[config.mk]
export PLATFORM = sky130hd
export DESIGN_NAME = frequency_measure
export DESIGN_NICKNAME = d
export VERILOG_FILES = /design/src/hw/adc_capture_pkg.sv /design/src/hw/frac_clock_divider.sv /design/src/hw/capture_regs.sv /design/src/hw/trigger_detect.sv /design/src/hw/capture_sequencer.sv /design/src/hw/sample_buffer.sv /design/src/hw/frequency_measure.sv
export VERILOG_INCLUDE_DIRS = /design/src /design/src/hw
export SDC_FILE = /design/constraint.sdc
export NUM_CORES = 2
export LEC_CHECK = 0
export ABC_CLOCK_PERIOD_IN_PS = 4200
export BUFFER_PORTS_ARGS = -buffer_cell sky130_fd_sc_hd__buf_2
export CELL_PAD_IN_SITES_DETAIL_PLACEMENT = 1
export CELL_PAD_IN_SITES_GLOBAL_PLACEMENT = 1
export CORE_MARGIN = 2
export CORE_UTILIZATION = 51
export DETAILED_ROUTE_END_ITERATION = 7
export PLACE_DENSITY_LB_ADDON = 0.1
export SETUP_SLACK_MARGIN = 0.05
export SLEW_MARGIN = 20
export SYNTH_ARGS = -nofsm -noshare
export SYNTH_HDL_FRONTEND = slang
export SYNTH_MEMORY_MAX_BITS = 65536
export SYNTH_SLANG_ARGS = --single-unit
[constraint.sdc]
create_clock -name clk -period 4.2 [get_ports clk]
set_clock_uncertainty 0.05 [all_clocks]
set_input_delay 0.42 -clock clk [delete_from_list [all_inputs] [get_ports clk]]
set_output_delay 0.42 -clock clk [all_outputs]
set_load 0.005 [all_outputs]
[src/hw/adc_capture_settings.svh]
// ~~~~~~~~~~~~~~~~~~~~~~~~~~~~~~~~~~~~~~~~~~~~~~~~~~~~~~~~~~~~~~~~~~~~~~
// ADC capture constants
// buffer depth, trigger window and slope, timeout, reset threshold
// ~~~~~~~~~~~~~~~~~~~~~~~~~~~~~~~~~~~~~~~~~~~~~~~~~~~~~~~~~~~~~~~~~~~~~~

`ifndef ADC_CAPTURE_SETTINGS_SVH
`define ADC_CAPTURE_SETTINGS_SVH

// samples stored per capture
`define ADC_SAMPLE_DEPTH 400

// armed sample ticks before giving up on a trigger
`define ADC_TRIG_TIMEOUT 400

// trigger window around the threshold with both ends inclusive
`define ADC_TRIG_WIN_LO 40
`define ADC_TRIG_WIN_HI 60

// minimum rise over the previous sample
`define ADC_TRIG_SLOPE 50

`define ADC_THRESH_RESET 2000

`endif

[src/hw/adc_capture_pkg.sv]
// ~~~~~~~~~~~~~~~~~~~~~~~~~~~~~~~~~~~~~~~~~~~~~~~~~~~~~~~~~~~~~~~~~~~~~~
// ADC capture types
// sample, buffer index, bus regions and capture configuration
// ~~~~~~~~~~~~~~~~~~~~~~~~~~~~~~~~~~~~~~~~~~~~~~~~~~~~~~~~~~~~~~~~~~~~~~

`include "adc_capture_settings.svh"

package adc_capture_pkg;

    // one ADC conversion result
    typedef logic [11:0] sample_t;

    // index into the sample buffer
    typedef logic [$clog2(`ADC_SAMPLE_DEPTH)-1:0] buf_addr_t;

    // bus region taken from module_in[15:13]
    typedef enum logic [2:0] {
        REG_BUF_READ = 3'd0,
        REG_START    = 3'd1,
        REG_DIV_INT  = 3'd2,
        REG_DIV_FRAC = 3'd3,
        REG_THRESH   = 3'd4
    } reg_region_e;

    // host programmed settings in 44 bits
    typedef struct packed {
        logic [15:0] div_int;
        logic [7:0]  div_num;
        logic [7:0]  div_den;
        sample_t     threshold;
    } capture_cfg_t;

endpackage

[src/hw/frac_clock_divider.sv]
// ~~~~~~~~~~~~~~~~~~~~~~~~~~~~~~~~~~~~~~~~~~~~~~~~~~~~~~~~~~~~~~~~~~~~~~
// fractional-N clock divider
// builds the ADC clock and a one-clock tick on each of its rises
// ~~~~~~~~~~~~~~~~~~~~~~~~~~~~~~~~~~~~~~~~~~~~~~~~~~~~~~~~~~~~~~~~~~~~~~

`timescale 1ns/1ps

module frac_clock_divider
    import adc_capture_pkg::*;
(
    input  logic         clk,
    input  logic         reset,
    input  capture_cfg_t cfg,
    output logic         adc_clk,
    output logic         sample_tick
);

    logic        cfg_ok;
    logic        running;
    logic        at_boundary;
    logic        carry;
    logic [8:0]  acc_sum;
    logic [7:0]  acc;
    logic [16:0] cnt;
    logic [16:0] period_len;
    logic [16:0] next_len;

    assign cfg_ok = (cfg.div_int >= 16'd2) && (cfg.div_num < cfg.div_den);
    assign at_boundary = !running || (cnt == period_len - 17'd1);

    always_comb begin
        // a phase left over from a larger denominator restarts at zero
        if (acc < cfg.div_den) begin
            acc_sum = {1'b0, acc} + {1'b0, cfg.div_num};
        end else begin
            acc_sum = {1'b0, cfg.div_num};
        end
        carry = acc_sum >= {1'b0, cfg.div_den};
        next_len = {1'b0, cfg.div_int} + {16'd0, carry};
    end

    always_ff @(posedge clk or negedge reset) begin
        if (!reset) begin
            running     <= 1'b0;
            cnt         <= '0;
            period_len  <= '0;
            acc         <= '0;
            adc_clk     <= 1'b0;
            sample_tick <= 1'b0;
        end else if (at_boundary) begin
            running     <= cfg_ok;
            cnt         <= '0;
            period_len  <= next_len;
            acc         <= carry ? 8'(acc_sum - {1'b0, cfg.div_den}) : acc_sum[7:0];
            adc_clk     <= cfg_ok;
            sample_tick <= cfg_ok;
        end else begin
            cnt         <= cnt + 17'd1;
            // high for the first half rounded down
            adc_clk     <= (cnt + 17'd1) < (period_len >> 1);
            sample_tick <= 1'b0;
        end
    end

    a_tick_on_rise: assert property (@(posedge clk) disable iff (!reset)
        sample_tick |-> adc_clk && !$past(adc_clk));

endmodule

[src/hw/capture_regs.sv]
// ~~~~~~~~~~~~~~~~~~~~~~~~~~~~~~~~~~~~~~~~~~~~~~~~~~~~~~~~~~~~~~~~~~~~~~
// host bus decoder
// configuration registers, capture start and buffer readback
// ~~~~~~~~~~~~~~~~~~~~~~~~~~~~~~~~~~~~~~~~~~~~~~~~~~~~~~~~~~~~~~~~~~~~~~

`timescale 1ns/1ps

`include "adc_capture_settings.svh"

module capture_regs
    import adc_capture_pkg::*;
(
    input  logic         clk,
    input  logic         reset,
    input  logic         en,
    input  logic [15:0]  module_in,
    input  sample_t      rd_data,
    output logic [15:0]  module_out,
    output buf_addr_t    rd_addr,
    output logic         rd_en,
    output logic         start,
    output capture_cfg_t cfg
);

    logic        en_d;
    logic        en_rise;
    logic        en_fall;
    logic        rd_valid;
    reg_region_e rise_region;
    reg_region_e region;

    assign en_rise = en & ~en_d;
    assign en_fall = ~en & en_d;
    assign rise_region = reg_region_e'(module_in[15:13]);

    always_ff @(posedge clk or negedge reset) begin
        if (!reset) begin
            en_d     <= 1'b0;
            region   <= REG_BUF_READ;
            start    <= 1'b0;
            rd_en    <= 1'b0;
            rd_valid <= 1'b0;
            cfg      <= '{div_int: '0, div_num: '0, div_den: '0,
                          threshold: sample_t'(`ADC_THRESH_RESET)};
        end else begin
            en_d     <= en;
            start    <= en_rise && (rise_region == REG_START);
            rd_en    <= en_rise && (rise_region == REG_BUF_READ);
            rd_valid <= rd_en;
            if (en_rise) begin
                region <= rise_region;
            end
            // writes complete on the falling edge of en
            if (en_fall) begin
                case (region)
                    REG_DIV_INT: cfg.div_int <= module_in;
                    REG_DIV_FRAC: begin
                        cfg.div_num <= module_in[7:0];
                        cfg.div_den <= module_in[15:8];
                    end
                    REG_THRESH: cfg.threshold <= module_in[11:0];
                    default: ;
                endcase
            end
        end
    end

    // read address on the rise, data two clocks later
    always_ff @(posedge clk) begin
        if (en_rise) begin
            rd_addr <= buf_addr_t'(module_in[8:0]);
        end
        if (rd_valid) begin
            module_out <= {4'd0, rd_data};
        end
    end

    a_start_pulse: assert property (@(posedge clk) disable iff (!reset)
        start |=> !start);

endmodule

[src/hw/trigger_detect.sv]
// ~~~~~~~~~~~~~~~~~~~~~~~~~~~~~~~~~~~~~~~~~~~~~~~~~~~~~~~~~~~~~~~~~~~~~~
// trigger detector
// window and slope test on armed samples, with a timeout
// ~~~~~~~~~~~~~~~~~~~~~~~~~~~~~~~~~~~~~~~~~~~~~~~~~~~~~~~~~~~~~~~~~~~~~~

`timescale 1ns/1ps

`include "adc_capture_settings.svh"

module trigger_detect
    import adc_capture_pkg::*;
(
    input  logic         clk,
    input  logic         reset,
    input  capture_cfg_t cfg,
    input  logic         arm,
    input  logic         sample_tick,
    input  sample_t      adc_data,
    output logic         trig_hit,
    output logic         trig_timeout
);

    localparam int CNT_W = $clog2(`ADC_TRIG_TIMEOUT + 1);

    sample_t          prev_sample;
    logic [CNT_W-1:0] tick_cnt;
    logic             in_window;
    logic             steep;

    // 13-bit compares so the window never wraps
    always_comb begin
        in_window = ({1'b0, adc_data} + 13'(`ADC_TRIG_WIN_LO) >= {1'b0, cfg.threshold})
                 && ({1'b0, adc_data} <= {1'b0, cfg.threshold} + 13'(`ADC_TRIG_WIN_HI));
        steep = {1'b0, adc_data} > {1'b0, prev_sample} + 13'(`ADC_TRIG_SLOPE);
    end

    always_ff @(posedge clk or negedge reset) begin
        if (!reset) begin
            prev_sample  <= '0;
            tick_cnt     <= '0;
            trig_hit     <= 1'b0;
            trig_timeout <= 1'b0;
        end else if (!arm) begin
            // previous sample reads as zero on the first armed tick
            prev_sample  <= '0;
            tick_cnt     <= '0;
            trig_hit     <= 1'b0;
            trig_timeout <= 1'b0;
        end else begin
            trig_hit     <= 1'b0;
            trig_timeout <= 1'b0;
            if (sample_tick) begin
                prev_sample <= adc_data;
                tick_cnt    <= tick_cnt + 1'b1;
                if (in_window && steep) begin
                    trig_hit <= 1'b1;
                end else if (tick_cnt == CNT_W'(`ADC_TRIG_TIMEOUT - 1)) begin
                    trig_timeout <= 1'b1;
                end
            end
        end
    end

    a_hit_xor_timeout: assert property (@(posedge clk) disable iff (!reset)
        !(trig_hit && trig_timeout));

endmodule

[src/hw/capture_sequencer.sv]
// ~~~~~~~~~~~~~~~~~~~~~~~~~~~~~~~~~~~~~~~~~~~~~~~~~~~~~~~~~~~~~~~~~~~~~~
// capture sequencer
// arms the trigger, fills the buffer and drives the host status lines
// ~~~~~~~~~~~~~~~~~~~~~~~~~~~~~~~~~~~~~~~~~~~~~~~~~~~~~~~~~~~~~~~~~~~~~~

`timescale 1ns/1ps

`include "adc_capture_settings.svh"

module capture_sequencer
    import adc_capture_pkg::*;
(
    input  logic      clk,
    input  logic      reset,
    input  logic      start,
    input  logic      sample_tick,
    input  logic      trig_hit,
    input  logic      trig_timeout,
    output logic      arm,
    output logic      wr_en,
    output buf_addr_t wr_addr,
    output logic      notify,
    output logic      adc_oe,
    output logic      read_adc_result
);

    localparam buf_addr_t LAST_ADDR = buf_addr_t'(`ADC_SAMPLE_DEPTH - 1);

    typedef enum logic [1:0] {
        S_IDLE,
        S_WAIT_TRIG,
        S_SAMPLE,
        S_FINISH
    } seq_state_e;

    typedef struct packed {
        logic busy;
        logic ok;
    } capture_status_t;

    seq_state_e      state;
    capture_status_t status;

    assign arm             = (state == S_WAIT_TRIG);
    assign wr_en           = (state == S_SAMPLE) && sample_tick;
    assign notify          = status.busy;
    // active low ADC output enable stays on for the whole capture
    assign adc_oe          = ~status.busy;
    assign read_adc_result = status.ok;

    always_ff @(posedge clk or negedge reset) begin
        if (!reset) begin
            state   <= S_IDLE;
            status  <= '0;
            wr_addr <= '0;
        end else begin
            case (state)
                S_IDLE: begin
                    if (start) begin
                        state   <= S_WAIT_TRIG;
                        status  <= '{busy: 1'b1, ok: 1'b1};
                        wr_addr <= '0;
                    end
                end
                S_WAIT_TRIG: begin
                    if (trig_hit) begin
                        state <= S_SAMPLE;
                    end else if (trig_timeout) begin
                        // keep capturing, but mark it untriggered
                        state     <= S_SAMPLE;
                        status.ok <= 1'b0;
                    end
                end
                S_SAMPLE: begin
                    if (wr_en) begin
                        if (wr_addr == LAST_ADDR) begin
                            state   <= S_FINISH;
                            wr_addr <= '0;
                        end else begin
                            wr_addr <= wr_addr + 1'b1;
                        end
                    end
                end
                default: begin
                    state       <= S_IDLE;
                    status.busy <= 1'b0;
                end
            endcase
        end
    end

    a_idle_quiet: assert property (@(posedge clk) disable iff (!reset)
        (state == S_IDLE) |-> !notify);

    a_addr_range: assert property (@(posedge clk) disable iff (!reset)
        wr_addr < buf_addr_t'(`ADC_SAMPLE_DEPTH));

endmodule

[src/hw/sample_buffer.sv]
// ~~~~~~~~~~~~~~~~~~~~~~~~~~~~~~~~~~~~~~~~~~~~~~~~~~~~~~~~~~~~~~~~~~~~~~
// sample buffer
// one write port, one registered read port
// ~~~~~~~~~~~~~~~~~~~~~~~~~~~~~~~~~~~~~~~~~~~~~~~~~~~~~~~~~~~~~~~~~~~~~~

`timescale 1ns/1ps

`include "adc_capture_settings.svh"

module sample_buffer
    import adc_capture_pkg::*;
(
    input  logic      clk,
    input  logic      wr_en,
    input  buf_addr_t wr_addr,
    input  sample_t   wr_data,
    input  logic      rd_en,
    input  buf_addr_t rd_addr,
    output sample_t   rd_data
);

    sample_t mem [`ADC_SAMPLE_DEPTH];

    always_ff @(posedge clk) begin
        if (wr_en) begin
            mem[wr_addr] <= wr_data;
        end
        if (rd_en) begin
            rd_data <= mem[rd_addr];
        end
    end

endmodule

[src/hw/frequency_measure.sv]
// ~~~~~~~~~~~~~~~~~~~~~~~~~~~~~~~~~~~~~~~~~~~~~~~~~~~~~~~~~~~~~~~~~~~~~~
// ADC capture top level
// host strobe bus, sample clock divider, trigger and 400-sample buffer
// ~~~~~~~~~~~~~~~~~~~~~~~~~~~~~~~~~~~~~~~~~~~~~~~~~~~~~~~~~~~~~~~~~~~~~~

`timescale 1ns/1ps

module frequency_measure
    import adc_capture_pkg::*;
(
    input  logic        clk,
    input  logic        reset,
    input  logic        en,
    input  logic [15:0] module_in,
    output logic [15:0] module_out,
    output logic        notify,
    output logic        read_adc_result,
    input  logic [11:0] adc_data,
    output logic        adc_clk,
    output logic        adc_oe
);

    capture_cfg_t cfg;
    sample_t      rd_data;
    buf_addr_t    rd_addr;
    buf_addr_t    wr_addr;
    logic         rd_en;
    logic         wr_en;
    logic         start;
    logic         sample_tick;
    logic         arm;
    logic         trig_hit;
    logic         trig_timeout;

    capture_regs u_regs (
        .clk(clk), .reset(reset), .en(en), .module_in(module_in), .rd_data(rd_data),
        .module_out(module_out), .rd_addr(rd_addr), .rd_en(rd_en), .start(start), .cfg(cfg)
    );

    frac_clock_divider u_divider (
        .clk(clk), .reset(reset), .cfg(cfg), .adc_clk(adc_clk), .sample_tick(sample_tick)
    );

    trigger_detect u_trigger (
        .clk(clk), .reset(reset), .cfg(cfg), .arm(arm), .sample_tick(sample_tick),
        .adc_data(adc_data), .trig_hit(trig_hit), .trig_timeout(trig_timeout)
    );

    capture_sequencer u_sequencer (
        .clk(clk), .reset(reset), .start(start), .sample_tick(sample_tick),
        .trig_hit(trig_hit), .trig_timeout(trig_timeout), .arm(arm), .wr_en(wr_en),
        .wr_addr(wr_addr), .notify(notify), .adc_oe(adc_oe), .read_adc_result(read_adc_result)
    );

    sample_buffer u_buffer (
        .clk(clk), .wr_en(wr_en), .wr_addr(wr_addr), .wr_data(adc_data),
        .rd_en(rd_en), .rd_addr(rd_addr), .rd_data(rd_data)
    );

endmodule

==> summary.md <==
The endpoint identified for the worst register-to-register timing path is u_buffer.rd_data[7]. The final hold violation count is 0, and the total congestion overflow after global routing is 0. Combinational logic burns 8.9% of the power. The combinational family with the most area after synthesis was multiplexers.

Main flop type after synthesis: sky130_fd_sc_hd__edfxtp_1. The die boundary width works out to 622 um. Final hold analysis gives a worst-case slack of 0.0769 ns. For this run, asynchronously set or reset flops after synthesis account for 2.66%.

The fraction of the mapped netlist area in simple logic gates was 2.76%; the number of cell instances on the worst register-to-register path was 10. The mapped netlist covers 195000 um2. At the end of routability-driven placement, the weighted congestion stood at 0.901. Largest net degree at the start of global routing: 182.

Of the total power, the share spent switching nets is 23.2%. The clock tree synthesis step divided the H-tree into 6 levels. The wire-length estimate of the detail-placed layout is 397000 um. The initial antenna violation count was 46; the die height was 622 um. The tools report the number of global-route vias before repair as 107000. Setup repair after global routing could not meet its margin everywhere. The clock passes through at most 4 buffers. Clock slew at the register clock pins of the worst setup and hold paths: 0.06 ns. The first-pass GRT wire length came out at 856000 um. Of all nets on the critical path, the largest fanout is 24. The top cell type's share of synthesized area works out to 74.6%. Once the floorplan was initialized, standard cells occupied 51.3% of the core. The post-synthesis sequential element count was 4965; the cell-internal power was 85800 uW. Summing the areas of all xor and xnor instances in the mapped netlist gives 0.419% of the synthesized area.

The register-to-register path setup slack was 0.09 ns; the compound-cell area share of the yosys netlist was 3.03%. The average detailed-routed wire length per instance was 38.5 um; the count of different cell masters after synthesis was 76. The instance count of the mapped netlist was 9287.

The number of rows created at floorplan is 226, and the starting DRC count in detailed routing is 14400. 51 I/O pins were placed. The detailed-router iteration count before antenna repair was 6; the part of the cycle the worst path needs was 97.9%. The flow ran to the end, and the final reports show no timing, DRC or antenna violations.

In the final layout, the share of cells above drive strength 1 is 29.5%. For the worst voltage drop across the vdd grid, the log shows 0.665 mV. The die covers 386000 um2. Summed over all nets, the switching power comes to 25900 uW. Clock tree synthesis inserted a total of 531 buffers. The library cell with the largest summed area after synthesis is sky130_fd_sc_hd__edfxtp_1. Relative to the synthesized area, the layout overhead comes to 16.0%.

The worst setup path is launched from a register. In this run the worst setup path begins at u_regs.rd_addr[0]. The clock tree root driver cell was sky130_fd_sc_hd__clkbuf_16. The tightest min-delay check is of the in2reg type. The floorplan step defined a core boundary enclosing 379000 um2. The setup-violating endpoint count in the final report is 0, and the final-stage net count is 10600. For this run, design rule violations remaining after detail routing come to 0. The worst endpoint required time was 4.96 ns; the post-synthesis area per instance was 20.9 um2. The sequential cell area fraction in the yosys report is 76.3%. The routed design has 612000 um of wire. The tools report the sequential power share as 49.4%. The power density normalized to cell area was 495 nW/um2; the fraction of synthesized area in multiplexers was 15.3%. The run gives 0 as the final antenna-violating net count. The most critical setup path has its endpoint at u_buffer.rd_data[7]. The logs give 31900 for the number of fill cells and 41.8% for the fraction of power consumed by the clock network.

For this block, the via count after detailed routing is 105000. STA classifies the critical path endpoint as a register. The critical path is of the reg2reg type. The yosys synthesis warning count was 0. The clock drives 4965 sinks. In the routed layout, each cell is associated on average with a via count of 6.59. The slew at the pin closest to its max-slew limit came out at 1.29 ns. Static leakage: 0.0733 uW. Overall power consumption after layout is estimated at 112000 uW. The number of slew-limit violations in the final report is 0, and the number of violations of the max-capacitance limit is 0. Data arrives at the worst endpoint at 4.87 ns.

In this run the tightest slew margin relative to its limit is 13.5%. The adder and majority gate portion of the synthesized area is 0.632%. TritonCTS built the clock tree. The logs give 243 MHz for the highest achievable clock rate and 1.05 ns for the latest clock arrival within the worst-skew pair. The startpoint identified for the worst register-to-register timing path is u_regs.rd_addr[0]. Yosys attributes the largest share of cell area to sky130_fd_sc_hd__edfxtp_1 (75%), sky130_fd_sc_hd__mux4_2 (14%), sky130_fd_sc_hd__dfrtp_1 (1.6%), sky130_fd_sc_hd__mux2i_1 (1.3%), sky130_fd_sc_hd__nor2_1 (1.0%).

In this run the tool buffered the top-level ports with 46 buffer cells. The total routing resource utilization after global routing was 31.5%. The time the final worst path needs with I/O delays and setup was 4.11 ns; the number of flops mapped to enable cells by yosys was 4833.
==> routing by layer <==
metal | GRT usage, % | up-vias | part of all wire [%]
met1 | 45.0 | 56700 | 39
met3 | 5.94 | 1123 | 9.5
met2 | 48.8 | 5806 | 47
met5 | 0 | - | 0.019
li1 | - | 41100 | -
met4 | 12.3 | 18 | 4.6
==> state kept, by name, summed over array words and instances (netlist names), 8 cells and up <==
name,cells
u_trigger.prev_sample,12
u_regs.rd_addr,9
u_sequencer.wr_addr,9
u_divider.cnt,17
u_divider.acc,8
u_divider.period_len,17
u_regs.cfg,44
u_buffer.mem,4800
u_trigger.tick_cnt,9
u_regs.module_out,12
u_buffer.rd_data,12
==> how the worst min path moves through the flow <==
| stage | end | slack, ns | start | cells after the start |
|---|---|---|---|---|
| floorplan | u_divider.acc[0] | 0.07 | reset | 0 |
| global placement | u_regs.module_out[6] | 0.37 | u_buffer.rd_data[6] | 0 |
| detailed placement | u_regs.module_out[6] | 0.37 | u_buffer.rd_data[6] | 0 |
| CTS | u_regs.en_d | 0.01 | en | 2 |
| global route | u_regs.en_d | 0.05 | en | 2 |
| finish | u_regs.en_d | 0.08 | en | 2 |
==> final cells by class <==
type                       instances  area [um2]  area share, %
sequential                      4965      148000           65.8
multi-input combinational       3735       43500           19.3
clock buffer                     649       14100           6.24
timing repair buffer            1144       10100           4.46
tap                             5016        6280           2.78
clock inverter                   300        3000           1.33
inverter                          64         250          0.111
antenna                           18        45.0         0.0200
==> synthesized netlist by cell type (115+ instances only) <==
master,n
sky130_fd_sc_hd__edfxtp_1,4833
sky130_fd_sc_hd__mux4_2,1170
sky130_fd_sc_hd__nor2_1,534
sky130_fd_sc_hd__mux2i_1,249
sky130_fd_sc_hd__nand2_1,245
sky130_fd_sc_hd__clkbuf_1,203
sky130_fd_sc_hd__o21ai_0,161
sky130_fd_sc_hd__buf_2,138
sky130_fd_sc_hd__dfrtp_1,126
sky130_fd_sc_hd__buf_4,120
sky130_fd_sc_hd__a22oi_1,116
sky130_fd_sc_hd__a21oi_1,115
==> stage by stage <==
step / cell area, um2 / setup slack (ns) / cells / utilization (%) / TNS [ns]
5_1_grt: 226000 / -0.130 / 15900 / 59.5 / -1.00
2_1_floorplan: 195000 / 0.0619 / 9290 / - / 0
3_5_place_dp: 208000 / -0.359 / 14900 / 54.7 / -4.24
6_report: 226000 / 0.0888 / 15900 / 59.5 / 0
3_3_place_gp: 208000 / -0.314 / 14900 / 54.7 / -3.58
4_1_cts: 225000 / 0.0388 / 15900 / 59.3 / 0
==> worst max-delay path, cell delays in order (launching register included) <==
cell and delay [ns]:
sky130_fd_sc_hd__edfxtp_1 0.39, sky130_fd_sc_hd__buf_12 0.26, sky130_fd_sc_hd__buf_12 0.25, sky130_fd_sc_hd__buf_12 0.27, sky130_fd_sc_hd__buf_4 0.34, sky130_fd_sc_hd__mux4_2 0.54, sky130_fd_sc_hd__a22oi_1 0.26, sky130_fd_sc_hd__a21oi_1 0.20
sky130_fd_sc_hd__nor3_1 0.64, sky130_fd_sc_hd__o21ai_0 0.36, sky130_fd_sc_hd__and4_1 0.29
==> power by group through the flow <==
stage	Combinational [uW]	Sequential, uW	Clock [uW]
floorplan	4870	56000	0
global placement	8660	56100	0
detailed placement	8890	56100	0
CTS	9270	55100	47100
global route	10600	55100	48800
finish	9890	55100	46600
==> cells by family after synthesis <==
kind of cell	after synthesis
and+or+nand+nor	1190
muxes	1493
AOI/OAI and AO/OA	858
adders and majority gates	97
other	1
DFF	4965
xor gates and xnor gates	93
buffers and inverters	590
==> repair_timing <==
item	4_1_cts	5_1_grt
hold buffers	31	1
setup buffers	7	11
pin swaps	10	24
gates cloned	0	1
setup endpoints to repair	24	22
resized for setup	24	42
endpoints found under the hold margin	590	30
==> cells in the final DEF (no fill, tap or decap), types with 24 or more instances in the layout <==
cell type	synthesis	routed
sky130_fd_sc_hd__a211oi_1	46	43
sky130_fd_sc_hd__a21oi_1	115	113
sky130_fd_sc_hd__a221oi_1	63	61
sky130_fd_sc_hd__a22o_1	42	42
sky130_fd_sc_hd__a22oi_1	116	116
sky130_fd_sc_hd__a31oi_1	26	26
sky130_fd_sc_hd__and3_1	30	30
sky130_fd_sc_hd__buf_12	0	103
sky130_fd_sc_hd__buf_2	138	33
sky130_fd_sc_hd__buf_4	120	953
sky130_fd_sc_hd__bufinv_16	0	49
sky130_fd_sc_hd__clkbuf_1	203	98
sky130_fd_sc_hd__clkbuf_16	0	544
sky130_fd_sc_hd__clkinv_1	0	116
sky130_fd_sc_hd__clkinv_2	0	76
sky130_fd_sc_hd__dfrtp_1	126	125
sky130_fd_sc_hd__dlygate4sd3_1	0	32
sky130_fd_sc_hd__edfxtp_1	4833	4833
sky130_fd_sc_hd__ha_1	95	84
sky130_fd_sc_hd__inv_1	64	59
sky130_fd_sc_hd__inv_6	0	24
sky130_fd_sc_hd__mux2_2	74	73
sky130_fd_sc_hd__mux2i_1	249	248
sky130_fd_sc_hd__mux4_2	1170	1170
sky130_fd_sc_hd__nand2_1	245	240
sky130_fd_sc_hd__nand3_1	104	93
sky130_fd_sc_hd__nand4_1	49	49
sky130_fd_sc_hd__nor2_1	534	525
sky130_fd_sc_hd__nor2b_1	67	55
sky130_fd_sc_hd__nor3_1	51	49
sky130_fd_sc_hd__o21ai_0	161	149
sky130_fd_sc_hd__o221ai_1	30	30
sky130_fd_sc_hd__o22ai_1	101	101
sky130_fd_sc_hd__xnor2_1	56	56
sky130_fd_sc_hd__xor2_1	37	37
(Power assumes the default switching activity.)
